===== config.mk =====
export PLATFORM = sky130hd
export DESIGN_NAME = fabricRspPath_flat
export DESIGN_NICKNAME = d
export VERILOG_FILES = /design/src/rtl/tilePkg.sv /design/src/rtl/fabricIf.sv /design/src/rtl/fabricRspPath.sv /design/src/flat_wrapper.sv
export SDC_FILE = /design/constraint.sdc
export NUM_CORES = 1
export LEC_CHECK = 0
export BUFFER_PORTS_ARGS = -buffer_cell sky130_fd_sc_hd__buf_2
export CORE_MARGIN = 10
export CORE_UTILIZATION = 25
export CTS_BUF_LIST = sky130_fd_sc_hd__clkbuf_4
export DETAILED_ROUTE_END_ITERATION = 7
export HOLD_SLACK_MARGIN = 0.08
export MAX_ROUTING_LAYER = met4
export PLACE_DENSITY = 0.76
export SLEW_MARGIN = 20
export SYNTH_ARGS = -nofsm -noshare
export SYNTH_HDL_FRONTEND = slang
export SYNTH_SLANG_ARGS = --single-unit

===== constraint.sdc =====
create_clock -name Clock -period 1.5 [get_ports Clock]
set_clock_uncertainty 0.2 [all_clocks]
set_input_delay 0.15 -clock Clock [delete_from_list [all_inputs] [get_ports Clock]]
set_output_delay 0.15 -clock Clock [all_outputs]
set_load 0.005 [all_outputs]

===== src/rtl/tilePkg.sv =====
// Tile id 0 always aliases the local tile and both transaction FIFOs share one fixed depth
package tilePkg;

    // ==============================
    // Widths
    // ==============================
    localparam int WordWidth   = 32;
    localparam int AddrWidth   = 32;
    localparam int TileIdWidth = 8;
    localparam int ByteEnWidth = 4;                 // One enable per byte lane
    localparam int OpcodeWidth = 2;
    localparam int TransWidth  = AddrWidth + WordWidth + OpcodeWidth + TileIdWidth; // 74

    // ==============================
    // Address map
    // ==============================
    localparam int TileIdMsb   = 31;                // Target tile field
    localparam int TileIdLsb   = 24;
    localparam int RegionMsb   = 23;                // Memory region field
    localparam int RegionLsb   = 20;
    localparam int IMemAdrsMsb = 11;                // 1K words of instruction memory
    localparam int DMemAdrsMsb = 12;                // 2K words of data memory

    // Transaction FIFO depth
    localparam int FifoDepth = 4;

    // ==============================
    // Vector types
    // ==============================
    typedef logic [WordWidth-1:0]              wordT;
    typedef logic [AddrWidth-1:0]              addrT;
    typedef logic [TileIdWidth-1:0]            tileIdT;
    typedef logic [ByteEnWidth-1:0]            byteEnT;
    typedef logic [OpcodeWidth-1:0]            opcodeT;
    typedef logic [TransWidth-1:0]             transVecT; // {address, data, opcode, requestor}
    typedef logic [RegionMsb-RegionLsb:0]      regionT;
    typedef logic [$clog2(FifoDepth)-1:0]      fifoPtrT;
    typedef logic [$clog2(FifoDepth+1)-1:0]    fifoCntT;  // Holds 0..FifoDepth

    // Opcodes
    localparam opcodeT OpRd    = 2'd0;
    localparam opcodeT OpWr    = 2'd1;
    localparam opcodeT OpRdRsp = 2'd2;

    // Region codes
    localparam regionT IMemRegion = 4'd1;
    localparam regionT DMemRegion = 4'd2;

    localparam tileIdT LocalTileId = 8'd0;          // Alias for own tile

endpackage

===== src/rtl/fabricIf.sv =====
// One fabric transaction with valid/ready and the move happens only when both are high
interface fabricIf;
    import tilePkg::*;

    logic   Valid;
    logic   Ready;                  // Back-pressure from the sink
    addrT   Address;
    wordT   Data;
    opcodeT Opcode;
    tileIdT RequestorId;            // Tile that issued the request

    // Producer side
    modport source (
        output Valid,
        output Address,
        output Data,
        output Opcode,
        output RequestorId,
        input  Ready
    );

    // Consumer side
    modport sink (
        input  Valid,
        input  Address,
        input  Data,
        input  Opcode,
        input  RequestorId,
        output Ready
    );

endinterface


===== src/rtl/fabricRspPath.sv =====
// Fabric writes are full word, a region miss reads zero and is dropped on write
module fabricRspPath (
    input  logic             Clock,
    input  logic             rst,
    input  tilePkg::tileIdT  TileId,
    fabricIf.sink            InFabric,
    output logic             IMemWrEn,
    output logic             DMemWrEn,
    input  tilePkg::wordT    IMemRdData,
    input  tilePkg::wordT    DMemRdData,
    fabricIf.source          RspOut,
    input  tilePkg::fifoCntT FreeCount
);
    import tilePkg::*;

    regionT region;
    logic   iHit;
    logic   dHit;
    logic   accept;                                 // Handshake this cycle
    logic   rdAccept;
    logic   wrAccept;
    logic   rdValidQ;                               // Read waiting on memory data
    logic   iHitQ;
    logic   dHitQ;
    addrT   rspAddrQ;
    tileIdT rspIdQ;

    // ==============================
    // Request decode
    // ==============================
    assign region   = InFabric.Address[RegionMsb:RegionLsb];
    assign iHit     = (region == IMemRegion);
    assign dHit     = (region == DMemRegion);
    assign accept   = InFabric.Valid && InFabric.Ready;
    assign rdAccept = accept && (InFabric.Opcode == OpRd);
    assign wrAccept = accept && (InFabric.Opcode == OpWr);

    // Writes land at the request edge
    assign IMemWrEn = wrAccept && iHit;
    assign DMemWrEn = wrAccept && dHit;

    // Keep one free slot per read that has not reached the FIFO
    assign InFabric.Ready = (FreeCount > fifoCntT'(rdValidQ));

    // ==============================
    // Response stage
    // ==============================
    always_ff @(posedge Clock) begin
        if (rst) begin
            rdValidQ <= 1'b0;
            iHitQ    <= 1'b0;
            dHitQ    <= 1'b0;
        end else begin
            rdValidQ <= rdAccept;
            iHitQ    <= rdAccept && iHit;
            dHitQ    <= rdAccept && dHit;
        end
    end

    // Payload, meaningful only with rdValidQ
    always_ff @(posedge Clock) begin
        rspAddrQ <= {InFabric.RequestorId, InFabric.Address[RegionMsb:0]}; // Back to requestor
        rspIdQ   <= TileId;
    end

    // Memory data arrives the same cycle as the registered flags
    assign RspOut.Valid       = rdValidQ;
    assign RspOut.Address     = rspAddrQ;
    assign RspOut.Opcode      = OpRdRsp;
    assign RspOut.RequestorId = rspIdQ;
    assign RspOut.Data        = iHitQ ? IMemRdData :
                                dHitQ ? DMemRdData :
                                        '0;         // Region miss

endmodule


===== src/flat_wrapper.sv =====
// flat-port wrapper written by rule: the top's interface ports become plain ports
module fabricRspPath_flat import tilePkg::*;
  (Clock, rst, TileId, IMemWrEn, DMemWrEn, IMemRdData, DMemRdData, FreeCount, InFabric_Valid, InFabric_Address, InFabric_Data, InFabric_Opcode, InFabric_RequestorId, InFabric_Ready, RspOut_Valid, RspOut_Address, RspOut_Data, RspOut_Opcode, RspOut_RequestorId, RspOut_Ready);
  fabricIf InFabric_i ();
  fabricIf RspOut_i ();
  input  logic Clock;
  input  logic rst;
  input  tilePkg::tileIdT TileId;
  output logic IMemWrEn;
  output logic DMemWrEn;
  input  tilePkg::wordT IMemRdData;
  input  tilePkg::wordT DMemRdData;
  input  tilePkg::fifoCntT FreeCount;
  input wire logic [$bits(InFabric_i.Valid)-1:0] InFabric_Valid;
  input wire logic [$bits(InFabric_i.Address)-1:0] InFabric_Address;
  input wire logic [$bits(InFabric_i.Data)-1:0] InFabric_Data;
  input wire logic [$bits(InFabric_i.Opcode)-1:0] InFabric_Opcode;
  input wire logic [$bits(InFabric_i.RequestorId)-1:0] InFabric_RequestorId;
  output wire logic [$bits(InFabric_i.Ready)-1:0] InFabric_Ready;
  output wire logic [$bits(RspOut_i.Valid)-1:0] RspOut_Valid;
  output wire logic [$bits(RspOut_i.Address)-1:0] RspOut_Address;
  output wire logic [$bits(RspOut_i.Data)-1:0] RspOut_Data;
  output wire logic [$bits(RspOut_i.Opcode)-1:0] RspOut_Opcode;
  output wire logic [$bits(RspOut_i.RequestorId)-1:0] RspOut_RequestorId;
  input wire logic [$bits(RspOut_i.Ready)-1:0] RspOut_Ready;
  assign InFabric_i.Valid = InFabric_Valid;
  assign InFabric_i.Address = InFabric_Address;
  assign InFabric_i.Data = InFabric_Data;
  assign InFabric_i.Opcode = InFabric_Opcode;
  assign InFabric_i.RequestorId = InFabric_RequestorId;
  assign InFabric_Ready = InFabric_i.Ready;
  assign RspOut_Valid = RspOut_i.Valid;
  assign RspOut_Address = RspOut_i.Address;
  assign RspOut_Data = RspOut_i.Data;
  assign RspOut_Opcode = RspOut_i.Opcode;
  assign RspOut_RequestorId = RspOut_i.RequestorId;
  assign RspOut_i.Ready = RspOut_Ready;
  fabricRspPath u_core (.Clock(Clock), .rst(rst), .TileId(TileId), .InFabric(InFabric_i), .IMemWrEn(IMemWrEn), .DMemWrEn(DMemWrEn), .IMemRdData(IMemRdData), .DMemRdData(DMemRdData), .RspOut(RspOut_i), .FreeCount(FreeCount));
endmodule

**After elaboration in Yosys (flattened, before gate mapping)**

Index checks and enable logic that the tools add are counted.

- Register bits: 43
- Input port bits: 153
- Output and inout port bits: 78
- Logic and storage cells: 19

- $lt $le $gt $ge: 1
- Eq/ne operators: 3
- Mux-type cells: 2
- Reduce and logical (&&, ||, !) cells: 8

Operators with widths:

| cell | number |
|---|---|
| 32-bit 2-to-1 mux | 2 |
| 1-bit logical AND | 7 |
| 4-bit by 1-bit equality test with 1-bit output (second input constant) | 1 |
| 4-bit by 2-bit equality test with 1-bit output (second input constant) | 1 |
| 3-bit by 1-bit greater-than comparator with 1-bit output | 1 |
| 2-bit by 1-bit equality test with 1-bit output (second input constant) | 1 |
| 2-bit zero test | 1 |

**Depth between registers and ports, before layout**

- Depth after elaboration: 4
- Mapped depth: 5

**Worst setup path before layout**

Ideal clock, no wire load.

- Path kind: reg-to-output
- Start: register u_core.rdValidQ (netlist: u_core.RspOut.Valid)
- End: output DMemWrEn
- Arrival time: 1.286 ns
- Data required time: 1.150 ns
- Setup slack: -0.136 ns
- Stages on the path, launching flop included: 5
- Cell sequence: dfxtp_1 > ha_1 > or2_2 > clkbuf_1 > a211oi_1

- Word-level cells in the longest chain between the ends: 4

Ends and longest elaborated chain:

| item | RTL line | source |
|---|---|---|
| start, declared | fabricRspPath.sv:22 | `logic rdValidQ;` |
| start signal, assigned | fabricRspPath.sv:54 | `rdValidQ <= rdAccept;` |
| 3-bit by 1-bit greater-than comparator with 1-bit output | fabricRspPath.sv:43 | `assign InFabric.Ready = (FreeCount > fifoCntT'(rdValidQ));` |
| 1-bit logical AND | fabricRspPath.sv:34 | `assign accept = InFabric.Valid && InFabric.Ready;` |
| 1-bit logical AND | fabricRspPath.sv:36 | `assign wrAccept = accept && (InFabric.Opcode == OpWr);` |
| 1-bit logical AND | fabricRspPath.sv:40 | `assign DMemWrEn = wrAccept && dHit;` |
| end, declared | flat_wrapper.sv:10 | `output logic DMemWrEn;` |

No other way between the ends.

**Final worst setup path**

Ends and elaborated chain as after synthesis.

==> results.ini <==
[floorplan]
fp-row-count=26
io_pins=231
dieArea_sq_um=8600
start_util_pct=25.9
coreArea_sq_um=5110
die_h_microns=92.7
die_w_microns=92.7

[power]
p_leak_nw=1.63
finalPower_mw=2.14
p_per_area_nw_per_um2=695
worst_ir_drop_vdd_uv=610

[detailed_routing]
drc_errors=0
wire_per_inst_microns=20.0
routed-via-count=1873
wl_mm=8.31
dr.first_iter.drc_count=59
first_pass_iters=4
ant_nets=0
via_per_inst=4.50

[setup_path]
path_buf_inv=1
crit_chain=ha_4 > or2_4 > a211oi_2 > buf_2
crit_family=flip-flops
worstSetupPathType=flop to primary output
end_kind=primary output
start_kind=flop
slowest_delay_ps=370
crit_arrival_ps=1490
cp_max_fo=3
cpMaxStageDelayCell=dfxtp_2
crit_required_ps=1150

[placed_design]
port_buffers=187
hpwl_mm=5.62
dp_slack_ps=-42.2
place_congestion=0.845

[timing]
post-route-min-period_ps=1840
whs_ps=-263
finalSetupViolations=36
finalCritPeriodShare_pct=123
hold_violations=3
rsz0062_at_grt=true
setup_ws_ps=-342
timing.fmax_mhz=543
maxSlewViolCount=0

[clock_network]
cts_buffers=5
path_clk_slew_ps=130
clockBufferDepth=2
clock_latency_ps=340
clockRootBuffer=clkbuf_4
cts_sinks=43
cts_max_level=2
cts-hold-fix-buffers=43
cts_tree=yes

[synth]
async_reset_ff_share_pct=0
yosys_most_used_dff=dfxtp_1
synth_edf_count=0
syn-num-nets=258
synth_cells=104
synth_seq_cells=43
yosysWarnings=0
yosysSeqAreaShare_pct=65.1
syn_area_sq_um=1320
avgSynthCellArea_sq_um=12.7
yosysTopAreaCellShare_pct=65.1
synth_cell_types=19
synthTopCellsByArea=dfxtp_1 (65%), a22o_1 (21%), or4b_4 (2.1%)
synth_area_leader_cell=dfxtp_1

[global_routing]
grt_pass1_wl_mm=12.0
grt-ovfl-total=0
grt_util_all_layers_pct=18.3
grt_pass1_vias=2136
antenna_found_initial=0
grt_max_degree=18

[cells_and_area]
diodes=0
nets=499
drive_gt1_share_pct=64.7
syn_to_final_growth_pct=133

[status]
outcome=finished, violations left
violations=negative hold slack, negative setup slack

[hold_path]
min_path_type=primary input to flop

[flow_run]
maxCapViolCount=0

per-layer routing:
layer,vias up,GRT usage (%),part of all wire (%)
met4,0,4.88,1.0
met1,843,18.1,36
met3,10,10.1,15
met5,-,-,0
li1,865,-,-
met2,155,30.8,47
synthesized netlist by cell type, types with 2 or more instances:
library cell	count
conb_1	2
dfxtp_1	43
buf_4	2
buf_2	3
a22o_1	31
nand2_1	3
or4b_4	2
clkbuf_1	5
a211oi_1	3
state kept, by name, indices dropped and copies added (netlist names):
| register | cells |
|---|---|
| u_core.iHitQ | 1 |
| u_core.RspOut.Address | 32 |
| u_core.dHitQ | 1 |
| u_core.RspOut.Valid | 1 |
| u_core.RspOut.RequestorId | 8 |
metrics by stage:
step / util, % / hold slack, ps / area (sq um) / cells / TNS [ps]
floorplan: - / -22.3 / 1350 / 104 / 0
global placement: 46.3 / 52.3 / 2360 / 356 / 0
detailed placement: 46.3 / 53.7 / 2360 / 356 / -58.4
CTS: 58.9 / -279 / 3010 / 413 / -9780
global route: 60.3 / -279 / 3080 / 416 / -9000
finish: 60.3 / -263 / 3080 / 416 / -7300
where the power goes:
part           internal, mW  switching [mW]  total [mW]
Combinational         0.236           0.134       0.370
Sequential             1.20          0.0161        1.21
Clock                 0.179           0.377       0.556
final cells by class:
| type | instances | area [sq um] |
|---|---|---|
| Fill cell | 418 | 2030 |
| Sequential cell | 43 | 867 |
| Inverter | 1 | 3.75 |
| Clock inverter | 3 | 20.0 |
| Timing Repair Buffer | 244 | 1610 |
| Tap cell | 70 | 87.6 |
| Multi-Input combinational cell | 50 | 457 |
| Clock buffer | 5 | 37.5 |
final timing paths:
check	slack (ps)	endpoint	start	cells past startpoint
min reg2reg	620	u_core.iHitQ	u_core.RspOut.Valid	4
max	-340	DMemWrEn	u_core.RspOut.Valid	4
min	-260	u_core.RspOut.Address[20]	InFabric_Address[20]	1
max reg2reg	-20	u_core.dHitQ	u_core.RspOut.Valid	5
timing repair:
item / 4_1_cts / 5_1_grt
resized for setup: 14 / 6
setup endpoints to repair: 35 / 38
pin swaps: 3 / 6
endpoints found under the hold margin: 43 / 4
gates cloned: 3 / 2
setup buffers: 3 / 2
layout by cell type (no fill, tap or decap), types with 2 or more instances in the layout:
cell type,synthesis,final
buf_4,2,5
dfxtp_1,43,40
clkbuf_4,0,5
nand2_1,3,2
dfxtp_2,0,2
clkbuf_16,0,2
buf_2,3,187
or4b_4,2,2
buf_12,0,4
conb_1,2,2
clkinvlp_4,0,2
dlygate4sd3_1,0,42
a22o_1,31,31
buf_16,0,2
a211oi_2,1,4
cell families (layout without fill, tap and decap cells):
| family | Yosys count | after routing | synth area share (%) |
|---|---|---|---|
| flip-flops | 43 | 43 | 65.1 |
| buffers and inverters | 11 | 253 | 3.97 |
| adder cells (fa/ha/maj) | 1 | 1 | 0.946 |
| other | 2 | 2 | 0.568 |
| AO/OA/AOI/OAI | 37 | 37 | 23.9 |
| AND/OR/NAND/NOR | 10 | 10 | 5.49 |
worst reg2reg max path, stage by stage (launching register included):
cell	delay, ps
dfxtp_2	370
ha_4	190
or2_4	250
buf_4	150
buf_4	130
a211oi_2	150
Note: power is estimated with default switching activity, not from simulation.
