### src/rtl/fabricArbiter.sv
// Two-client round robin that keeps a stalled grant until the fabric takes it
module fabricArbiter (
    input  logic       Clock,
    input  logic       rst,
    input  logic [1:0] Request,
    input  logic       Ready,
    output logic [1:0] Grant
);
    logic       lastWinner;                         // Client served most recently
    logic       holdQ;                              // Grant blocked by fabric last cycle
    logic [1:0] holdGrantQ;
    logic [1:0] rrGrant;

    // Other client first, then last winner
    always_comb begin
        rrGrant = 2'b00;
        if (Request[~lastWinner]) begin
            rrGrant[~lastWinner] = 1'b1;
        end else if (Request[lastWinner]) begin
            rrGrant[lastWinner] = 1'b1;
        end
    end

    assign Grant = holdQ ? holdGrantQ : rrGrant;    // Keeps OutFabric stable under stall

    always_ff @(posedge Clock) begin
        if (rst) begin
            lastWinner <= 1'b1;                     // Client 0 first after reset
            holdQ      <= 1'b0;
        end else begin
            holdQ <= (|Grant) && !Ready;
            if ((|Grant) && Ready) begin
                lastWinner <= Grant[1];             // Move only on a real transfer
            end
        end
    end

    // Qualified by holdQ
    always_ff @(posedge Clock) begin
        holdGrantQ <= Grant;
    end

endmodule

### config.mk
export PLATFORM = sky130hd
export DESIGN_NAME = fabricArbiter
export DESIGN_NICKNAME = d
export VERILOG_FILES = /design/src/rtl/fabricArbiter.sv
export SDC_FILE = /design/constraint.sdc
export NUM_CORES = 1
export LEC_CHECK = 0
export ABC_AREA = 1
export BUFFER_PORTS_ARGS = -buffer_cell sky130_fd_sc_hd__clkbuf_2
export CAP_MARGIN = 20
export CORE_AREA = 2 2 39 41
export DETAILED_ROUTE_END_ITERATION = 10
export DIE_AREA = 0 0 41 43
export PLACE_DENSITY_LB_ADDON = 0.2
export SYNTH_ARGS = -nofsm -noshare
export SYNTH_HDL_FRONTEND = slang
export SYNTH_SLANG_ARGS = --single-unit
### constraint.sdc
create_clock -name Clock -period 1 [get_ports Clock]
set_input_delay 0.05 -clock Clock [delete_from_list [all_inputs] [get_ports Clock]]
set_output_delay 0.05 -clock Clock [all_outputs]
set_load 0.005 [all_outputs]
After elaboration in Yosys (flattened, before gate mapping)

Index checks and enable logic that the tools add are counted.

Bits in registers: 4
Input bits: 5
Output and inout bits: 2
Word-level logic and storage cells: 25

Magnitude comparators: 4
Multiplexer cells: 11
Bitwise logic cells: 1
Reductions and logical operators: 6

Operators with widths:

| kind                                                     | count |
|---|---|
| 2-to-1 mux 1 bit                                         | 6 |
| 2-to-1 mux 2 bit                                         | 3 |
| logical AND 1 bit                                        | 4 |
| < comparator 1 x 2 -> 1 bit, second input constant       | 2 |
| demux 1 bit (select 1 bit)                               | 2 |
| greater-or-equal comparator 1 bit, second input constant | 2 |
| OR reduction 2 bit                                       | 1 |
| zero test 1 bit                                          | 1 |
| NOT 1 bit                                                | 1 |

Depth between registers and ports, before layout

Gate-level depths: netlist of run 1.

Word-level depth: 9
Mapped depth: 8
Depth with buffers taken out: 8

Worst setup path after synthesis of run 1

No wires, ideal clock.

Path type: flip-flop to flip-flop
From: register holdQ
To: register lastWinner
Setup time: 0.112 ns
Data arrival time: 0.786 ns
Data required time: 0.888 ns
Slack: 0.102 ns
Cell stages (with the launch flop): 7
Buffers on the path: 0
Period minus slack after synthesis: 0.898 ns
Cells stage by stage: dfxtp_1 > inv_1 > or2_4 > nand3_1 > nand2_1 > inv_1 > nand2_1

Cells in the longest elaborated chain, start to end: 3

RTL lines:

| item                   | RTL line | text |
|---|---|---|
| from (decl)            | 10       | `logic holdQ;` |
| from (signal assigned) | 31       | `holdQ <= (\|Grant) && !Ready;` |
| 2-to-1 mux 2 bit (*)   | 24       | `assign Grant = holdQ ? holdGrantQ : rrGrant;` |
| OR reduction 2 bit     | 32       | `if ((\|Grant) && Ready) begin` |
| logical AND 1 bit      | 32       |  |
| to (signal assigned)   | 33       | `lastWinner <= Grant[1];` |
| to (decl)              | 9        | `logic lastWinner;` |

Every way passes the cells marked *; elsewhere a longest branch is shown, timed or not.
A chain may end at the register's enable or synchronous reset.

Final worst setup path of run 1

From: register holdQ
To: output port Grant[1]

Cells in the longest elaborated chain, start to end: 1

RTL lines:

| item             | RTL line | text |
|---|---|---|
| 2-to-1 mux 2 bit | 24       |  |
| to (decl)        | 7        | `output logic [1:0] Grant` |

Every way passes these cells.

==> results summary, run 1 <==
For the worst flop-to-flop path, the logic depth is 7. The source-to-sink clock delay at the later pin of the worst-skew pair is 0.23 ns. Clock tree synthesis selected as its root buffer the cell clkbuf_4. The sequential cell area fraction in the yosys report came out at 41.6%. The final layout contains 48 nets. The number of endpoints with negative hold slack in the final report was 0. The placed wire-length estimate after detailed placement is 292 µm. The global-route congestion overflow total came out at 0. The number of setup violations in the final report is 4. The path class of the tightest hold or removal check is in -> reg.

The normalized max-slew margin is 92.3%. The final wirelength came out at 389 µm. The global-route wire length before repair came out at 600 µm.

Across the whole layout, storage elements account for 82.6 µm². The width of the die is 41 µm. Yosys attributes the largest share of cell area to dfxtp_1 (42%), inv_1 (16%), nand2_1 (14%). The flow ran to the end, but the final reports show violations. The pin count of the biggest net entering global routing is 4.

Timing would allow up to 919 MHz. The number of cells on the worst hold path came out at 4. The average size of a mapped cell is 6.88 µm². The total negative slack is -0.165 ns. In this run the count of I/O pins placed on the die edge is 7.

The share of the clock period used by the worst path came out at 109%. In this run the power density over the cells is 1610 mW/mm². For the worst setup path, the data arrival time is 1.04 ns.

The worst setup path is of the reg -> out kind. The design draws 0.501 mW. The max-slew violation total from the final report came to 0.

The die is 43 µm tall. The weighted congestion at the end of routability-driven global placement came out at 0.651. The worst clock skew came out at 0.00205 ns. The clock passes through at most 2 buffers. The launch instance of the worst register-to-register path is holdQ$_SDFF_PP0_. The share of synthesized area in the top cell type comes to 41.6%.

In this run the worst path has a maximum fanout of 3. The full die area is 0.00176 mm². The cell area after synthesis is 193 µm².

The endpoint type of the worst setup path is a primary output. The flip-flop and latch count after synthesis is 4. Port buffering added 6 buffers. The count of unresolved DRC violations after routing is 0.

The share of post-route cells with drive strength above 1 came out at 56.1%. The clock sink total came out at 4. The minimum clock period after layout came out at 1.09 ns. The worst hold path begins at Ready. The Yosys step of the flow raised 0 warnings. Yosys instantiated no cell more often than inv_1. In this run the critical register-to-register path is captured at lastWinner$_SDFFE_PP1P_. The worst register-to-register path has a setup slack of -0.06 ns. The number of placement rows came out at 14.

By count the netlist is led by inv_1 (8), nand2_1 (7), dfxtp_1 (4), nand2_2 (3). dfxtp_1 takes more of the synthesized area than any other cell. The area overhead of the layout relative to synthesis is 61.0%. STA classifies the critical path startpoint as a flip-flop. The leakage power summed over all cells came out at 0.181 nW. In the post-route analysis, the smallest setup slack over all paths is -0.0884 ns. Across the run, the number of max-cap violations was 0. The count of distinct cell types in the synthesized netlist came out at 8. Setup repair after global routing could not meet its margin everywhere. The initial cell density of the core came out at 13.9%. The gate count after technology mapping came out at 28.

The number of antenna violations at the first check in global routing came out at 0. The transition time at the pin with the least slew margin came out at 0.116 ns. The number of vias per cell came out at 3.37. Data on the critical path is required at its endpoint by 0.95 ns.

The share of synthesized registers carrying an async set or reset is 0%. The worst hold path terminates at holdQ$_SDFF_PP0_. The average routed wire per standard cell came out at 6.82 µm. The number of synthesized flops with an enable pin came out at 0. The number of global-route vias before repair is 176. The violation count after the first detailed-routing iteration came out at 0. The net count after synthesis came out at 33. TritonCTS built the clock tree.

Among all flip-flop cells after synthesis, the most frequent one is dfxtp_1. Final hold analysis gives a worst-case slack of 0.0780 ns. Summing all multi-input logic gate instances after layout gives 92.6 µm². The vias after detailed routing came out at 192. CTS built an H-tree with a depth of 1. The fill cell instance count of the final layout came out at 168. The detailed-router iteration count before antenna repair is 1. The number of antenna repair diodes came out at 0. The CTS buffer count came out at 3. The core region area is 0.00138 mm². The maximum ir drop on the vdd rail is 0.321 mV. The count of nets left with antenna violations once routing finished came out at 0. The overall track demand over capacity in global routing came out at 5.93%.

The checks that failed: setup timing. The register clock-pin slew on the reported worst setup and hold paths is 0.04 ns.
[critical path, stage by stage, from the launching register on]
cell and delay (ns):
dfxtp_2 0.34, inv_2 0.04, or2_4 0.24, nand2_4 0.06
inv_2 0.03, clkbuf_2 0.10
[flip-flops by register name, indices dropped and copies added, names as in the netlist]
| signal | count |
|---|---|
| holdGrantQ | 2 |
| lastWinner | 1 |
| holdQ | 1 |
[per-stage QoR]
step	utilization [%]	setup slack [ns]	cells	instance area [µm²]
after global routing	22.4	-0.151	57	310
after floorplan	-	0.102	28	193
after CTS	21.2	-0.102	56	293
after global placement	17.5	0.0336	50	243
after detailed placement	17.5	0.0381	50	243
final	22.4	-0.0884	57	310
[how the worst max path moves through the flow]
stage,end,depth (start not counted),from
after detailed placement,lastWinner$_SDFFE_PP1P_,7,holdQ$_SDFF_PP0_
after floorplan,lastWinner$_SDFFE_PP1P_,6,holdQ$_SDFF_PP0_
after global routing,Grant[1],5,holdQ$_SDFF_PP0_
final,Grant[1],5,holdQ$_SDFF_PP0_
after global placement,lastWinner$_SDFFE_PP1P_,7,holdQ$_SDFF_PP0_
after CTS,Grant[1],5,holdQ$_SDFF_PP0_
[kinds of logic after synthesis]
logic type | Yosys count | synth area share [%]
AOI/OAI and AO/OA | 1 | 5.84
and+or+nand+nor | 15 | 37.0
buffers and inverters | 8 | 15.6
DFF | 4 | 41.6
[cell usage in the layout (no fill, tap or decap), types with 2 or more instances in the layout]
master,synthesis,layout
nand2_1,7,7
clkbuf_2,0,6
inv_1,8,5
inv_2,0,3
clkbuf_4,0,3
buf_4,0,3
nand2_2,3,2
nor2_1,2,2
dfxtp_1,4,2
dfxtp_2,0,2
[cell type report]
| class | instances | area share (%) |
|---|---|---|
| Inverter | 8 | 9.68 |
| Sequential cell | 4 | 26.6 |
| Tap cell | 16 | 6.45 |
| Multi-Input combinational cell | 16 | 29.8 |
| Timing Repair Buffer | 10 | 20.2 |
| Clock buffer | 3 | 7.26 |
[per-layer routing]
layer  track usage [%]  share of wire [%]  vias to the layer above
met4              12.0                  0                        0
li1                  -                  -                      106
met5                 0                  0                        -
met3              1.57                5.1                        0
met2              5.94                 48                        4
met1              6.13                 47                       82
[power by group]
part | total (mW) | internal [mW] | switching (mW)
clock | 0.197 | 0.134 | 0.0634
sequential | 0.188 | 0.180 | 0.00800
combinational | 0.115 | 0.0599 | 0.0551
[repair_timing]
action                                  in CTS  in global routing
cloned                                       0                  0
gates resized for setup                      5                  2
hold endpoints to repair                     1                  0
endpoints found under the setup margin       2                  4
buffers inserted                             2                  1
hold buffers                                 1                  0
pin swaps                                    2                  0
No activity file was read; power rests on OpenSTA's default activity.
==> inputs of run 2 (changes only) <==
clock period = 1.25 ns   (was 1 ns; I/O delays follow)
==> results summary, run 2 (synthesis gave the netlist of run 1 again) <==
The max-cap violation count was 0 (unchanged). The share of post-route cells with drive strength above 1 was 37.8% (was 56.1%). The number of top-level pins was 7 (unchanged). The final worst-path setup slack came to 0.107 ns (was -0.0884 ns). The total of hold buffers inserted after clock tree synthesis came out at 0 (was 1).

The transition time at the pin with the least slew margin came out at 0.141 ns (was 0.116 ns). The count of unresolved DRC violations after routing is 0 (unchanged). The highest cell delay on the worst timing path came to 0.34 ns (about the same).

The pin count of the biggest net entering global routing came out at 4 (unchanged). Unrepaired setup endpoints after global routing: false (was true). The initial cell density of the core is 13.9% (unchanged). The full die area is 0.00176 mm² (unchanged). The number of endpoints with negative hold slack in the final report is 0 (unchanged). The CTS buffer count was 3 (unchanged).

The area overhead of the layout relative to synthesis is 37.7% (was 61.0%). The clock sink total was 4 (unchanged). The number of placement rows came out at 14 (unchanged).

The number of vias per cell is 3.04 (was 3.37). The source-to-sink clock delay at the later pin of the worst-skew pair is 0.23 ns (about the same). The data required time at the worst endpoint was 1.19 ns (was 0.95 ns).

The normalized max-slew margin came out at 90.6% (was 92.3%). The share of the clock period used by the worst path came out at 91.4%. The fmax came out at 875 MHz.

Largest registers in the final layout: holdGrantQ: 2 flops, holdQ: 1 flops, lastWinner: 1 flops (unchanged). The number of setup violations in the final report came out at 0 (was 4). The total negative slack was 0 ns (was -0.165 ns). The register clock-pin slew on the reported worst setup and hold paths came out at 0.03 ns (was 0.04 ns). The average routed wire per standard cell came out at 6.23 µm (was 6.82 µm). The global-route wire length before repair is 517 µm (was 600 µm).

The utilization after layout came out at 19.2% (was 22.4%). The post-cts sizing count came out at 0 (was 5). The startpoint type of the worst setup path is a flip-flop (unchanged).

The vias after detailed routing was 161 (was 192). The data arrival time of the worst path is 1.08 ns (was 1.04 ns). The cell class contributing the biggest share of worst-path delay is flip-flops (unchanged). The number of global-route vias before repair came out at 156 (was 176). The global-route congestion overflow total is 0 (unchanged). The most frequent cell on the critical path is inv_1 (was inv_2). The net total in the final layout came out at 44 (was 48). The final wirelength came out at 330 µm (was 389 µm). Commonest non-fill, non-tap cells in the layout: inv_1 (8), nand2_1 (7), clkbuf_2 (6) (was nand2_1 (7), clkbuf_2 (6), inv_1 (5)). The overall power of the completed layout came out at 0.369 mW (was 0.501 mW).

The antenna violation net count after detailed routing is 0 (unchanged). The placed wire-length estimate after detailed placement is 275 µm (was 292 µm). The width of the die is 41 µm (unchanged). The maximum fanout encountered on the critical timing path came out at 3 (unchanged).

The number of antenna violations at the first check in global routing was 0 (unchanged). The standard cell area after detailed placement was 243 µm² (unchanged). The total non-filler cell area in the finished layout came to 265 µm² (was 310 µm²). The number of buffers and inverters on the critical path was 3 (unchanged). The worst clock skew came out at 0.00132 ns (was 0.00205 ns). The register ranked first by flip-flop count is holdGrantQ (unchanged). The core region area is 0.00138 mm² (unchanged). The path category of the worst min-delay check is in -> reg (unchanged). The endpoint type of the worst setup path is a primary output (unchanged). The minimum clock period after layout came out at 1.14 ns. The maximum count of clock buffers along a single path came out at 2 (unchanged).

The post-CTS repair timing setup buffer count was 0 (was 2). The maximum ir drop on the vdd rail is 0.240 mV (was 0.321 mV). The hold slack is 0.0145 ns (was 0.0780 ns). Worst path cell trace: inv_1, or2_4, nand2_2, inv_1, clkbuf_2 (was inv_2, or2_4, nand2_4, inv_2, clkbuf_2). The most frequent standard cell in the layout excluding fill and tap cells is inv_1 (was nand2_1). The fill cell instance count of the final layout is 157 (was 168). Result of the run: completed (was complete, but fails checks).

The overall track demand over capacity in global routing was 5.02% (was 5.93%). The cell area power density was 1390 mW/mm² (was 1610 mW/mm²). The flip-flop count of the largest register after layout came out at 2 (unchanged). The leakage power summed over all cells is 0.161 nW (was 0.181 nW).

The violation count after the first detailed-routing iteration came out at 4 (was 0). The root buffer cell was clkbuf_4 (unchanged). The post-route non-filler standard cell count came to 53 (was 57). The total number of H-tree levels is 1 (unchanged). The number of placed instances with taps included is 50 (unchanged). The floorplan die height is 43 µm (unchanged). The category of the most critical setup path is reg -> out (unchanged). The CTS tree was built (unchanged). The max-slew violation total from the final report is 0 (unchanged).

The detailed-router iteration count before antenna repair came to 2 (was 1). The weighted congestion at the end of routability-driven global placement came to 0.646 (was 0.651). The number of antenna repair diodes came out at 0 (unchanged). The quantity of I/O buffers inserted on ports came out at 6 (unchanged).

The setup slack after placement came out at 0.303 ns (was 0.0381 ns). The critical-path cell with the highest stage delay is dfxtp_1 (was dfxtp_2).
run 2: cell count changes in the layout (fill, tap and decap cells not counted), sizes merged:
cell	delta
buf	-3
dlygate4sd3	-1
run 2: power by group:
group	internal [mW]	switching, mW	total, mW
Sequential	0.143	0.00521	0.148
Clock	0.107	0.0474	0.154
Combinational	0.0295	0.0362	0.0657
run 2: worst paths after layout:
path	start	end	slack, ns	cells after the start
worst max-delay path	holdQ$_SDFF_PP0_	Grant[1]	0.11	5
worst min-delay path	rst	holdQ$_SDFF_PP0_	0.01	2
worst max register to register	holdQ$_SDFF_PP0_	lastWinner$_SDFFE_PP1P_	0.30	7
worst min register to register	lastWinner$_SDFFE_PP1P_	lastWinner$_SDFFE_PP1P_	0.44	2
run 2: metal layers:
metal / wire (µm) / vias up / global-route usage (%)
met5: 0 / - / 0
met4: 0 / 0 / 8.00
met3: 14 / 0 / 3.14
met2: 146 / 4 / 4.38
met1: 168 / 58 / 5.79
li1: - / 99 / -
run 2: layout make-up:
type | count | area [µm²] | share of cell area [%]
multi-input combinational | 16 | 82.6 | 31.1
inverter | 8 | 30.0 | 11.3
timing repair buffer | 6 | 30.0 | 11.3
clock buffer | 3 | 22.5 | 8.49
sequential | 4 | 80.1 | 30.2
tap | 16 | 20.0 | 7.55
