`src/rtl/tilePkg.sv`:
```
// Tile id 0 always aliases the local tile and both transaction FIFOs share one fixed depth
package tilePkg;

    // ==============================
    // Widths
    // ==============================
    localparam int WordWidth   = 32;
    localparam int AddrWidth   = 32;
    localparam int TileIdWidth = 8;
    localparam int ByteEnWidth = 4;                 // One enable per byte lane
    localparam int OpcodeWidth = 2;
    localparam int TransWidth  = AddrWidth + WordWidth + OpcodeWidth + TileIdWidth; // 74

    // ==============================
    // Address map
    // ==============================
    localparam int TileIdMsb   = 31;                // Target tile field
    localparam int TileIdLsb   = 24;
    localparam int RegionMsb   = 23;                // Memory region field
    localparam int RegionLsb   = 20;
    localparam int IMemAdrsMsb = 11;                // 1K words of instruction memory
    localparam int DMemAdrsMsb = 12;                // 2K words of data memory

    // Transaction FIFO depth
    localparam int FifoDepth = 4;

    // ==============================
    // Vector types
    // ==============================
    typedef logic [WordWidth-1:0]              wordT;
    typedef logic [AddrWidth-1:0]              addrT;
    typedef logic [TileIdWidth-1:0]            tileIdT;
    typedef logic [ByteEnWidth-1:0]            byteEnT;
    typedef logic [OpcodeWidth-1:0]            opcodeT;
    typedef logic [TransWidth-1:0]             transVecT; // {address, data, opcode, requestor}
    typedef logic [RegionMsb-RegionLsb:0]      regionT;
    typedef logic [$clog2(FifoDepth)-1:0]      fifoPtrT;
    typedef logic [$clog2(FifoDepth+1)-1:0]    fifoCntT;  // Holds 0..FifoDepth

    // Opcodes
    localparam opcodeT OpRd    = 2'd0;
    localparam opcodeT OpWr    = 2'd1;
    localparam opcodeT OpRdRsp = 2'd2;

    // Region codes
    localparam regionT IMemRegion = 4'd1;
    localparam regionT DMemRegion = 4'd2;

    localparam tileIdT LocalTileId = 8'd0;          // Alias for own tile

endpackage
```
`src/rtl/transFifo.sv`:
```
// Show-ahead FIFO where a push when full or a pop when empty is dropped without notice
module transFifo (
    input  logic              Clock,
    input  logic              rst,
    input  logic              Push,
    input  tilePkg::transVecT PushData,
    input  logic              Pop,
    output tilePkg::transVecT PopData,
    output logic              Full,
    output logic              Empty,
    output tilePkg::fifoCntT  FreeCount
);
    import tilePkg::*;

    transVecT entries [FifoDepth];
    fifoPtrT  wrPtr;
    fifoPtrT  rdPtr;
    fifoCntT  count;                                // Occupied entries
    logic     doPush;
    logic     doPop;

    // Pointer advance with wrap
    function automatic fifoPtrT nextPtr(input fifoPtrT ptr);
        return (ptr == fifoPtrT'(FifoDepth - 1)) ? '0 : fifoPtrT'(ptr + 1'b1);
    endfunction

    assign Full      = (count == fifoCntT'(FifoDepth));
    assign Empty     = (count == '0);
    assign FreeCount = fifoCntT'(FifoDepth) - count;
    assign doPush    = Push && !Full;               // Overflow ignored
    assign doPop     = Pop && !Empty;               // Underflow ignored
    assign PopData   = entries[rdPtr];              // Head visible before pop

    // ==============================
    // Control
    // ==============================
    always_ff @(posedge Clock) begin
        if (rst) begin
            wrPtr <= '0;
            rdPtr <= '0;
            count <= '0;
        end else begin
            if (doPush) begin
                wrPtr <= nextPtr(wrPtr);
            end
            if (doPop) begin
                rdPtr <= nextPtr(rdPtr);
            end
            case ({doPush, doPop})
                2'b10:   count <= count + 1'b1;
                2'b01:   count <= count - 1'b1;
                default: count <= count;            // Idle or push and pop together
            endcase
        end
    end

    // Storage
    always_ff @(posedge Clock) begin
        if (doPush) begin
            entries[wrPtr] <= PushData;
        end
    end

endmodule

```
`config.mk`:
```
export PLATFORM = sky130hd
export DESIGN_NAME = transFifo
export DESIGN_NICKNAME = d
export VERILOG_FILES = /design/src/rtl/tilePkg.sv /design/src/rtl/transFifo.sv
export SDC_FILE = /design/constraint.sdc
export NUM_CORES = 1
export LEC_CHECK = 0
export ABC_AREA = 1
export BUFFER_PORTS_ARGS = -buffer_cell sky130_fd_sc_hd__buf_2
export CORE_AREA = 2 2 137 139
export CTS_BUF_LIST = sky130_fd_sc_hd__clkbuf_8
export DETAILED_ROUTE_END_ITERATION = 16
export DIE_AREA = 0 0 139 141
export PLACE_DENSITY = 0.88
export SLEW_MARGIN = 20
export SYNTH_ARGS = -nofsm -noshare
export SYNTH_HDL_FRONTEND = slang
export SYNTH_SLANG_ARGS = --single-unit
```
`constraint.sdc`:
```
create_clock -name Clock -period 11.16 [get_ports Clock]
set_input_delay 1.674 -clock Clock [delete_from_list [all_inputs] [get_ports Clock]]
set_output_delay 1.674 -clock Clock [all_outputs]
set_load 0.1 [all_outputs]
```
---- Word-level counts from Yosys, hierarchy flattened ----
Memories as Yosys holds them, arrays and structs flattened. A register that Yosys moved wholly into a read port is not among the register bits.
Index checks and enable logic that the tools add are counted.
storage, ports and cells
  bits in registers ....................... 7
  latch bits .............................. 0
  RAM bits ................................ 296
  memory bits (read-only) ................. 0
  input bits .............................. 78
  output and inout bits ................... 79
  logic and storage cells ................. 27
  memories ................................ 1
operators by class
  add/sub/neg operators ................... 5
  multiply operators ...................... 0
  divide/modulo/power cells ............... 0
  $lt $le $gt $ge ......................... 0
  eq/ne operators ......................... 5
  shifts and indexed selects .............. 0
  multiplexer cells ....................... 7
  bitwise operators ....................... 0
  reduce and logical (&&, ||, !) cells .... 6
memories
  name     depth  width  rd ports  clocked after memory_dff  wr ports  RTL line         RTL
  entries  4      74     1         1                         1         transFifo.sv:15  transVecT entries [FifoDepth];
operator list
  cell                                                                   count
  2-bit two-way mux                                                      4
  2-bit equality test, second input constant                             3
  3-bit case mux with 2 select lines                                     1
  2-bit by 1-bit adder with 2-bit output, second input constant          2
  3-bit by 1-bit adder with 3-bit output, second input constant          1
  3-bit equality test, second input constant                             1
  3-bit logical NOT                                                      1
  3-bit by 1-bit subtractor with 3-bit output, second input constant     1
  3-bit subtractor, first input constant                                 1
  2-bit by 1-bit equality test with 1-bit output, second input constant  1
  1-bit logical AND                                                      2
  1-bit logical NOT                                                      2
  1-bit two-way mux                                                      2
  2-bit nonzero test                                                     1

---- Depth between registers and ports, before layout ----
Gate-level depths: netlist of the first run.
  depth in word-level cells ............... 5
  mapped depth ............................ 14
  depth with buffers taken out ............ 14

---- Least setup slack after synthesis of the first run ----
No wires, ideal clock.
  path kind ............................... input -> register
  start point ............................. input Push
  end point ............................... memory entries[0][0] in the netlist's numbering, enable pin
  setup time .............................. 0.507 ns
  data arrival time ....................... 4.926 ns
  data required time ...................... 10.653 ns
  setup slack ............................. 5.727 ns
  stages .................................. 2
  path through ............................ nand2_1 -> nor2_1
on the way
  cells in the longest elaborated chain, start to end .. 3
ends and longest elaborated chain
  element                                  RTL line         RTL
  start: declaration                       transFifo.sv:5   input logic Push,
  1-bit logical AND                        transFifo.sv:30  assign doPush = Push && !Full;
  1-bit two-way mux                        transFifo.sv:59  if (doPush) begin
  1-bit two-way mux (not written as such)  transFifo.sv:60  entries[wrPtr] <= PushData;
  end: declaration                         transFifo.sv:15
No other way between the ends.

==> results of run 1 <==
-- flip-flops by register name (all words and copies together) (netlist names), named ones only --
register  cells
count         3
entries     296
rdPtr         2
wrPtr         2
-- critical path: stages (launching register included) --
cell and delay, ps:
dfxtp_4 520, inv_4 450, buf_4 850, o21ai_0 210, o22ai_1 250, buf_2 480
-- cell families (layout without fill, tap and decap cells) --
| kind of cell | count (synthesis) | in the layout | share of synthesized area (%) |
|---|---|---|---|
| flops | 305 | 305 | 79.0 |
| compound gates | 231 | 231 | 10.9 |
| simple gates | 168 | 168 | 5.55 |
| buf+inv | 69 | 268 | 3.40 |
| fa+ha+maj | 10 | 10 | 1.16 |
| other cells | 0 | 5 | 0 |
-- placed cells by master (no fill, tap or decap), drive strengths merged --
cell type	n
clkinvlp	1
edfxtp	296
clkbuf	47
a21oi	4
diode	5
buf	164
o22ai	74
ha	9
inv	33
dfxtp	9
nor2	159
nand4	2
o21ai	153
fa	1
nand2	6
nand3	1
clkinv	23
-- final cells by class --
cell class,count,area (sq um),share of cell area [%]
diodes,5,12.5,0.0951
clock buffers,47,647,4.92
clock inverters,37,158,1.20
inverters,20,77.6,0.590
multi-input cells,409,2050,15.6
flip-flops and latches,305,9070,69.0
well taps,234,293,2.23
repair buffers,164,845,6.42
-- metrics by stage --
| stage | cells | worst slack (ps) | instance area, sq um |
|---|---|---|---|
| 4_1_cts | 1216 | 6130 | 13100 |
| 5_1_grt | 1218 | 5880 | 13100 |
| 2_1_floorplan | 783 | 5730 | 11500 |
| 3_3_place_gp | 1132 | 6810 | 12300 |
| 3_5_place_dp | 1132 | 6740 | 12300 |
| 6_report | 1221 | 6150 | 13200 |
-- worst max path at each step --
stage	slack [ps]	startpoint	depth (start not counted)	end
floorplan	5730	Push	2	entries[0][0]
global placement	6810	register	5	PopData[67]
detailed placement	6740	register	5	PopData[57]
finish	6150	register	5	PopData[61]
global route	5880	register	5	PopData[64]
CTS	6130	register	5	PopData[61]
-- routing by layer --
metal | track usage, % | share of wire [%] | vias up
met3 | 5.98 | 8.8 | 33
met4 | 9.84 | 1.7 | 0
met1 | 28.0 | 38 | 3395
met2 | 38.6 | 51 | 309
li1 | - | - | 3277
met5 | 0 | 0 | -
==> results.toml, run 1 <==
[outcome]
status = "completed"

[logic_synthesis]
syn_avg_cell_area_sq_um = 14.7
syn_area_sq_mm = 0.0115
synth-seq-area-share_pct = 79.0
synthTopCellsByArea = "edfxtp_1, nor2_1, o21ai_0"
synthDistinctLibCells = 19
synth-edff-count = 296
async_reset_ff_share_pct = 0
yosysMostFrequentCell = "edfxtp_1"
yosys_warnings = 0
yosys_register_bits = 305
ys.flop_type = "edfxtp_1"
synth_commonest_cells = "edfxtp_1, nor2_1, o21ai_0"
netlist_instances = 783
synth_top_area_cell = "edfxtp_1"
synthesis.nets = 871
synth_top_area_share_pct = 77.4

[global_route]
grt_max_degree = 103
grt_usage_pct = 22.7
grt_pass1_vias = 7022
grt.overflow.total = 0
antenna_found_initial = 4
grt_pass1_wl_mm = 34.7

[sta]
hold_viol = 0
fin_skew_ps = 18.8
fin_crit_sh_pct = 44.9
worst_slew_pin_slew_ps = 1120
finalCriticalPeriod_ps = 5010
hold_slack_ps = 520
max_freq_ghz = 0.199
maxSlewHeadroom_pct = 25.1
maxSlewViolCount = 0
setup_viol = 0
rsz0062_at_grt = "false"
fin_setup_tns_ps = 0

[die]
ios = 157
core_area_sq_mm = 0.0183
die-area_sq_mm = 0.0196
die_h_um = 141
initial_utilization_pct = 62.8
die_w_um = 139
num_rows = 50

[route]
drt_pre_antenna_iters = 5
wl_per_cell_um = 18.6
first_iter_violations = 590
vias_per_cell = 5.74
final_antenna_net_count = 0
routed_wl_mm = 22.7
vias = 7014
drc_errors = 0

[clock_tree]
clk_path_buf_depth = 3
cts_max_level = 2
clkLatencyLatePin_ps = 560
cts_resized = 0
path_clk_slew_ps = 60
post_cts_buffers = 0
numCtsBuffers = 46
tritoncts = "yes"
cts-root-buf = "clkbuf_8"
cts.sinks = 305
holdBufCountCts = 0

[worst_setup_path]
crit_type = "reg2out"
end_kind = "output pin"
crit_required_ps = 9490
cp-start-kind = "register"
path_max_fanout = 102
cp.arrival_ps = 3340
r2r_cells = 7
reg2reg_to = "entries[3][69]"
ff2ff_setup_slack_ps = 7950
r2r_start = "count[0]"

[min_path]
hold_path_end = "wrPtr[0]"
min_path_type = "reg2reg"
worstHoldStart = "wrPtr[0]"
hold-path-cell-count = 2

[finish]
fin_util_pct = 72.0
drive_gt1_share_pct = 23.1
area_growth_pct = 14.6
nNetsFinal = 1034
fill_cells = 1106

[placement]
port_buffers = 156
dp_hpwl_mm = 12.1
gp_congestion = 0.727

[job]
drv_cap = 0
Power of run 1 is left out: the tool's default activity adds up to more than one toggle a clock period on the data nets, which glitch-free logic cannot reach.
==> inputs of run 2 (changes only) <==
- ABC_AREA: 1 -> 0
- CORE_AREA: 2 2 137 139 -> 2 2 149 151
- DIE_AREA: 0 0 139 141 -> 0 0 151 153
- PLACE_DENSITY: 0.88 -> 0.77
- clock period: 11.16 -> 4.54 ns (I/O delays scaled with it)
==> run 2 against run 1 <==
  * Clock skew rose by 5.4 ps
  * Worst setup slack got worse by 4800 ps
  * Wire length fell by 12%
  * Register-to-register slack got worse by 6100 ps
  * Worst hold slack got worse by 170 ps
  * Cell area rose by 0.66%
  * Via count fell by 27%
  * Sequential share of layout area fell by 0.43 points
  * Critical path depth fell by 2
  * Synthesized cell count fell by 44%
  * Sequential cell count did not move
==> results.toml, run 2 <==
[outcome]
status = "completed"

[finish]
largest_reg_flops = 296
largest-register = "entries"
fin_util_pct = 61.6
fill_cells = 1464
layout_commonest_cell = "edfxtp_1"
area_growth_pct = 18.4
nNetsFinal = 723
drive_gt1_share_pct = 44.9
final_cell_mix = "edfxtp_1, buf_2, mux4_2"
top_regs = "entries (296), count (3)"

[logic_synthesis]
syn_avg_cell_area_sq_um = 25.4
yosys.area_share.simple_pct = 0.694
synthTopCellsByArea = "edfxtp_1, mux4_2, dfxtp_1"
synth-edff-count = 296
synthDistinctLibCells = 18
synth_top_family_by_area = "multiplexers"
syn_area_sq_mm = 0.0112
async_reset_ff_share_pct = 0
yosys_register_bits = 305
netlist_instances = 440
synth_top_area_share_pct = 79.5
ys.flop_type = "edfxtp_1"
yosys_warnings = 0
synthAdderAreaFrac_pct = 1.19
synth-compound-area-share_pct = 0.134
synth-seq-area-share_pct = 81.1
synth_top_area_cell = "edfxtp_1"
synthesis.nets = 528
synthMuxAreaShare_pct = 15.3
synth_commonest_cells = "edfxtp_1, mux4_2, dfxtp_1, ha_1, nor2_1"
synth-xor-area-share_pct = 0.157
yosysMostFrequentCell = "edfxtp_1"

[sta]
setup_viol = 0
max_freq_ghz = 0.310
rsz0062_at_grt = "false"
hold_viol = 0
fin_crit_sh_pct = 71.0
maxSlewViolCount = 0
maxSlewHeadroom_pct = 58.7
fin_setup_tns_ps = 0
fin_skew_ps = 24.2
finalCriticalPeriod_ps = 3230
worst_slew_pin_slew_ps = 620

[die]
ios = 157
die_w_um = 151
die_h_um = 153
die-area_sq_mm = 0.0231
initial_utilization_pct = 52.1
num_rows = 54
core_area_sq_mm = 0.0215

[route]
final_antenna_net_count = 0
drt_pre_antenna_iters = 4
route.top_layer_used = "met5"
routed_wl_mm = 20.0
vias_per_cell = 5.41
wl_met2_mm = 10.1
wl_met1_mm = 8.13
wl_met3_mm = 1.41
first_iter_violations = 307
vias = 5154
drc_errors = 0
wl_per_cell_um = 21.0

[worst_setup_path]
crit_type = "reg2out"
cp_cell_sequence = "buf_4, mux4_2, buf_2"
cp.arrival_ps = 2540
cp-start-kind = "register"
cp_slowest_cell = "dfxtp_4"
path_max_fanout = 23
crit_required_ps = 3860
end_kind = "output pin"
cp_slowest_stage_delay_ps = 590

[clock_tree]
post_cts_buffers = 0
numCtsBuffers = 48
holdBufCountCts = 0
path_clk_slew_ps = 70
cts_resized = 0
cts_max_level = 2
cts.sinks = 305
clk_path_buf_depth = 3
cts-root-buf = "clkbuf_8"
clkLatencyLatePin_ps = 550
tritoncts = "yes"

[global_route]
grt.overflow.total = 0
grt_pass1_vias = 5734
grt_pass1_wl_mm = 30.7
grt_max_degree = 75
grt_usage_pct = 17.7
antenna_found_initial = 3

[job]
drv_cap = 0

[placement]
dp_hpwl_mm = 11.5
port_buffers = 156
gp_congestion = 0.726

[min_path]
min_path_type = "in2reg"

[power_and_ir_drop]
peakVddDrop_mv = 1.25
power_density_mw_per_mm2 = 690
power_leakage_nw = 4.53
-- run 2: changes by cell type in the layout (fill, tap and decap cells not counted), sizes merged, moves of 6 or more --
cell    change
inv         -8
o21ai     -152
o22ai      -74
nor2      -150
mux4       +74
nand2       -6
clkinv      -8
-- run 2: final timing paths --
kind / cells after the start / start / slack (ps) / end
worst min-delay path: 1 / PushData[54] / 350 / entries[0][54]
worst max-delay path: 3 / register / 1310 / PopData[5]
worst min register to register: 2 / count[1] / 530 / count[1]
worst max register to register: 6 / count[0] / 1840 / entries[3][33]
-- run 2: cell type report --
class	instances	area [sq um]	share of cell area, %
well taps	280	350	2.65
clock buffers	50	688	5.20
clock inverters	36	200	1.51
multi-input cells	109	1960	14.8
inverters	8	30.0	0.227
flip-flops and latches	305	9080	68.6
diodes	2	5.00	0.0378
repair buffers	163	931	7.03
-- run 2: per-stage QoR --
stage               power [mW]  area, sq um  instances  worst slack, ps  hold slack, ps
floorplan                 6.59        11200        440              699             459
CTS                       9.20        13100        946             1200             304
global placement          7.02        12200        860             1850             473
finish                    9.13        13200        953             1310             351
detailed placement        7.09        12200        860             1690             513
global route              9.47        13200        952             1120             322
-- run 2: kinds of logic (layout without fill, tap and decap cells) --
| group | Yosys count | count (layout) |
|---|---|---|
| DFF | 305 | 305 |
| muxes | 78 | 78 |
| and+or+nand+nor | 16 | 16 |
| other | 0 | 2 |
| AOI/OAI and AO/OA | 3 | 3 |
| buffers and inverters | 26 | 257 |
| xor gates and xnor gates | 2 | 2 |
| adders and majority gates | 10 | 10 |
-- run 2: worst max-delay path: cells and delay by family, from the launching register on --
kind	cells	cell delay [ps]
buf+inv	2	800
mux	1	580
flops	1	590
-- run 2: per-layer routing --
layer	global-route usage [%]	vias to the layer above
met1	23.0	2657
li1	-	2265
met4	5.34	4
met5	0	-
met2	29.1	190
met3	5.16	38
-- run 2: report_power, final --
| group | internal [mW] | total [mW] | leakage, nW | switching [mW] |
|---|---|---|---|---|
| Sequential | 3.38 | 3.50 | 2.79 | 0.119 |
| Combinational | 0.730 | 3.52 | 1.23 | 2.79 |
| Clock | 1.13 | 2.12 | 0.512 | 0.985 |
No activity file was read; power rests on OpenSTA's default activity.
==> inputs of run 3 (changes only) <==
- CORE_AREA: 2 2 149 151 -> 2 2 141 143
- DIE_AREA: 0 0 151 153 -> 0 0 143 145
- PLACE_DENSITY: 0.77 -> 0.82
- clock period: 4.54 -> 3.1 ns (I/O delays scaled with it)
==> run 3 against run 2 <==
  * Critical path depth is the same
  * Final cell count shrank 1.5%
  * Power grew 45%
  * Wire length shrank 1.4%
  * Die area shrank 10%
  * Worst setup slack lost 1000 ps
  * Non-clock buffer count grew 3
  * Critical path type unchanged
==> results.toml, run 3 (synthesis gave the netlist of run 2 again) <==
[route]
vias_per_cell = 5.50
first_iter_violations = 416
drc_errors = 0
final_antenna_net_count = 0
routed_wl_mm = 19.8
vias = 5166
wl_per_cell_um = 21.0
drt_pre_antenna_iters = 5

[die]
initial_utilization_pct = 58.2
core_area_sq_mm = 0.0192
ios = 157
die-area_sq_mm = 0.0207
num_rows = 51
die_h_um = 145
die_w_um = 143

[global_route]
antenna_found_initial = 3
grt.overflow.total = 0
grt_pass1_vias = 5437
grt_max_degree = 75
grt_usage_pct = 19.3
grt_pass1_wl_mm = 29.9

[worst_setup_path]
path_max_fanout = 32
end_kind = "output pin"
cp.arrival_ps = 2340
cp-start-kind = "register"
crit_type = "reg2out"
crit_required_ps = 2630

[finish]
largest_reg_flops = 296
nNetsFinal = 724
largest-register = "entries"
top_regs = "entries (296), count (3)"
drive_gt1_share_pct = 44.6
final_cell_mix = "edfxtp_1, buf_2, mux4_2"
area_growth_pct = 18.2
fill_cells = 1129
layout_commonest_cell = "edfxtp_1"

[placement]
dp_hpwl_mm = 12.5
port_buffers = 156
dp_worst_setup_slack_ps = 505
gp_congestion = 0.704

[power_and_ir_drop]
peakVddDrop_mv = 1.29
power_density_mw_per_mm2 = 1000
power_leakage_nw = 4.54
total_power_mw = 13.3

[sta]
setup_viol = 0
maxSlewViolCount = 0
rsz0062_at_grt = "false"
max_freq_ghz = 0.356
hold_slack_ps = 133
hold_viol = 0
worst_slew_pin_slew_ps = 572
finalCriticalPeriod_ps = 2810
fin_setup_tns_ps = 0
maxSlewHeadroom_pct = 61.8
fin_crit_sh_pct = 90.5
setup_ws_ps = 294
fin_skew_ps = 10.1

[job]
drv_cap = 0

[clock_tree]
cts-root-buf = "clkbuf_8"
clk_path_buf_depth = 3
post_cts_buffers = 0
cts_max_level = 2
path_clk_slew_ps = 60
cts_resized = 0
holdBufCountCts = 0
cts.sinks = 305
numCtsBuffers = 46
clkLatencyLatePin_ps = 550
tritoncts = "yes"

[min_path]
min_path_type = "in2reg"

[outcome]
status = "completed"
run 3: stage by stage:
stage / instance area [sq um] / util (%) / cells
final: 13200 / 68.8 / 939
after global routing: 13200 / 68.8 / 937
after detailed placement: 12400 / 64.3 / 853
after floorplan: 11200 / - / 440
after global placement: 12400 / 64.3 / 853
after CTS: 13200 / 68.8 / 937
run 3: layout make-up:
cell class | instances | area (sq um) | area share (%)
Sequential cell | 305 | 9080 | 68.7
Multi-Input combinational cell | 109 | 1960 | 14.8
Timing Repair Buffer | 166 | 956 | 7.23
Clock buffer | 49 | 674 | 5.10
Tap cell | 265 | 332 | 2.51
Clock inverter | 35 | 188 | 1.42
Inverter | 8 | 30.0 | 0.227
Antenna cell | 2 | 5.00 | 0.0379
run 3: per-layer routing:
layer	vias to the layer above	GRT usage (%)	wire length (um)
li1	2273	-	-
met5	-	0	27
met4	4	6.04	322
met1	2640	27.8	8100
met3	30	6.04	1750
met2	219	28.9	9560
run 3: path summary, 6_finish.rpt:
| check | slack [ps] | startpoint | endpoint | depth (start not counted) |
|---|---|---|---|---|
| worst max register to register | 450 | count[0] | count[2] | 11 |
| worst max-delay path | 290 | register | PopData[31] | 3 |
| worst min-delay path | 130 | PushData[31] | entries[2][31] | 1 |
| worst min register to register | 510 | count[1] | count[1] | 2 |
run 3: report_power, final:
part	switching, mW	internal [mW]
Sequential	0.165	4.95
Combinational	4.10	1.07
Clock	1.38	1.62
Total	5.64	7.64
run 3: critical path, cell delays in order (launching register included):
cell and delay [ps]:
dfxtp_4 550, buf_12 310, mux4_2 600, buf_2 320
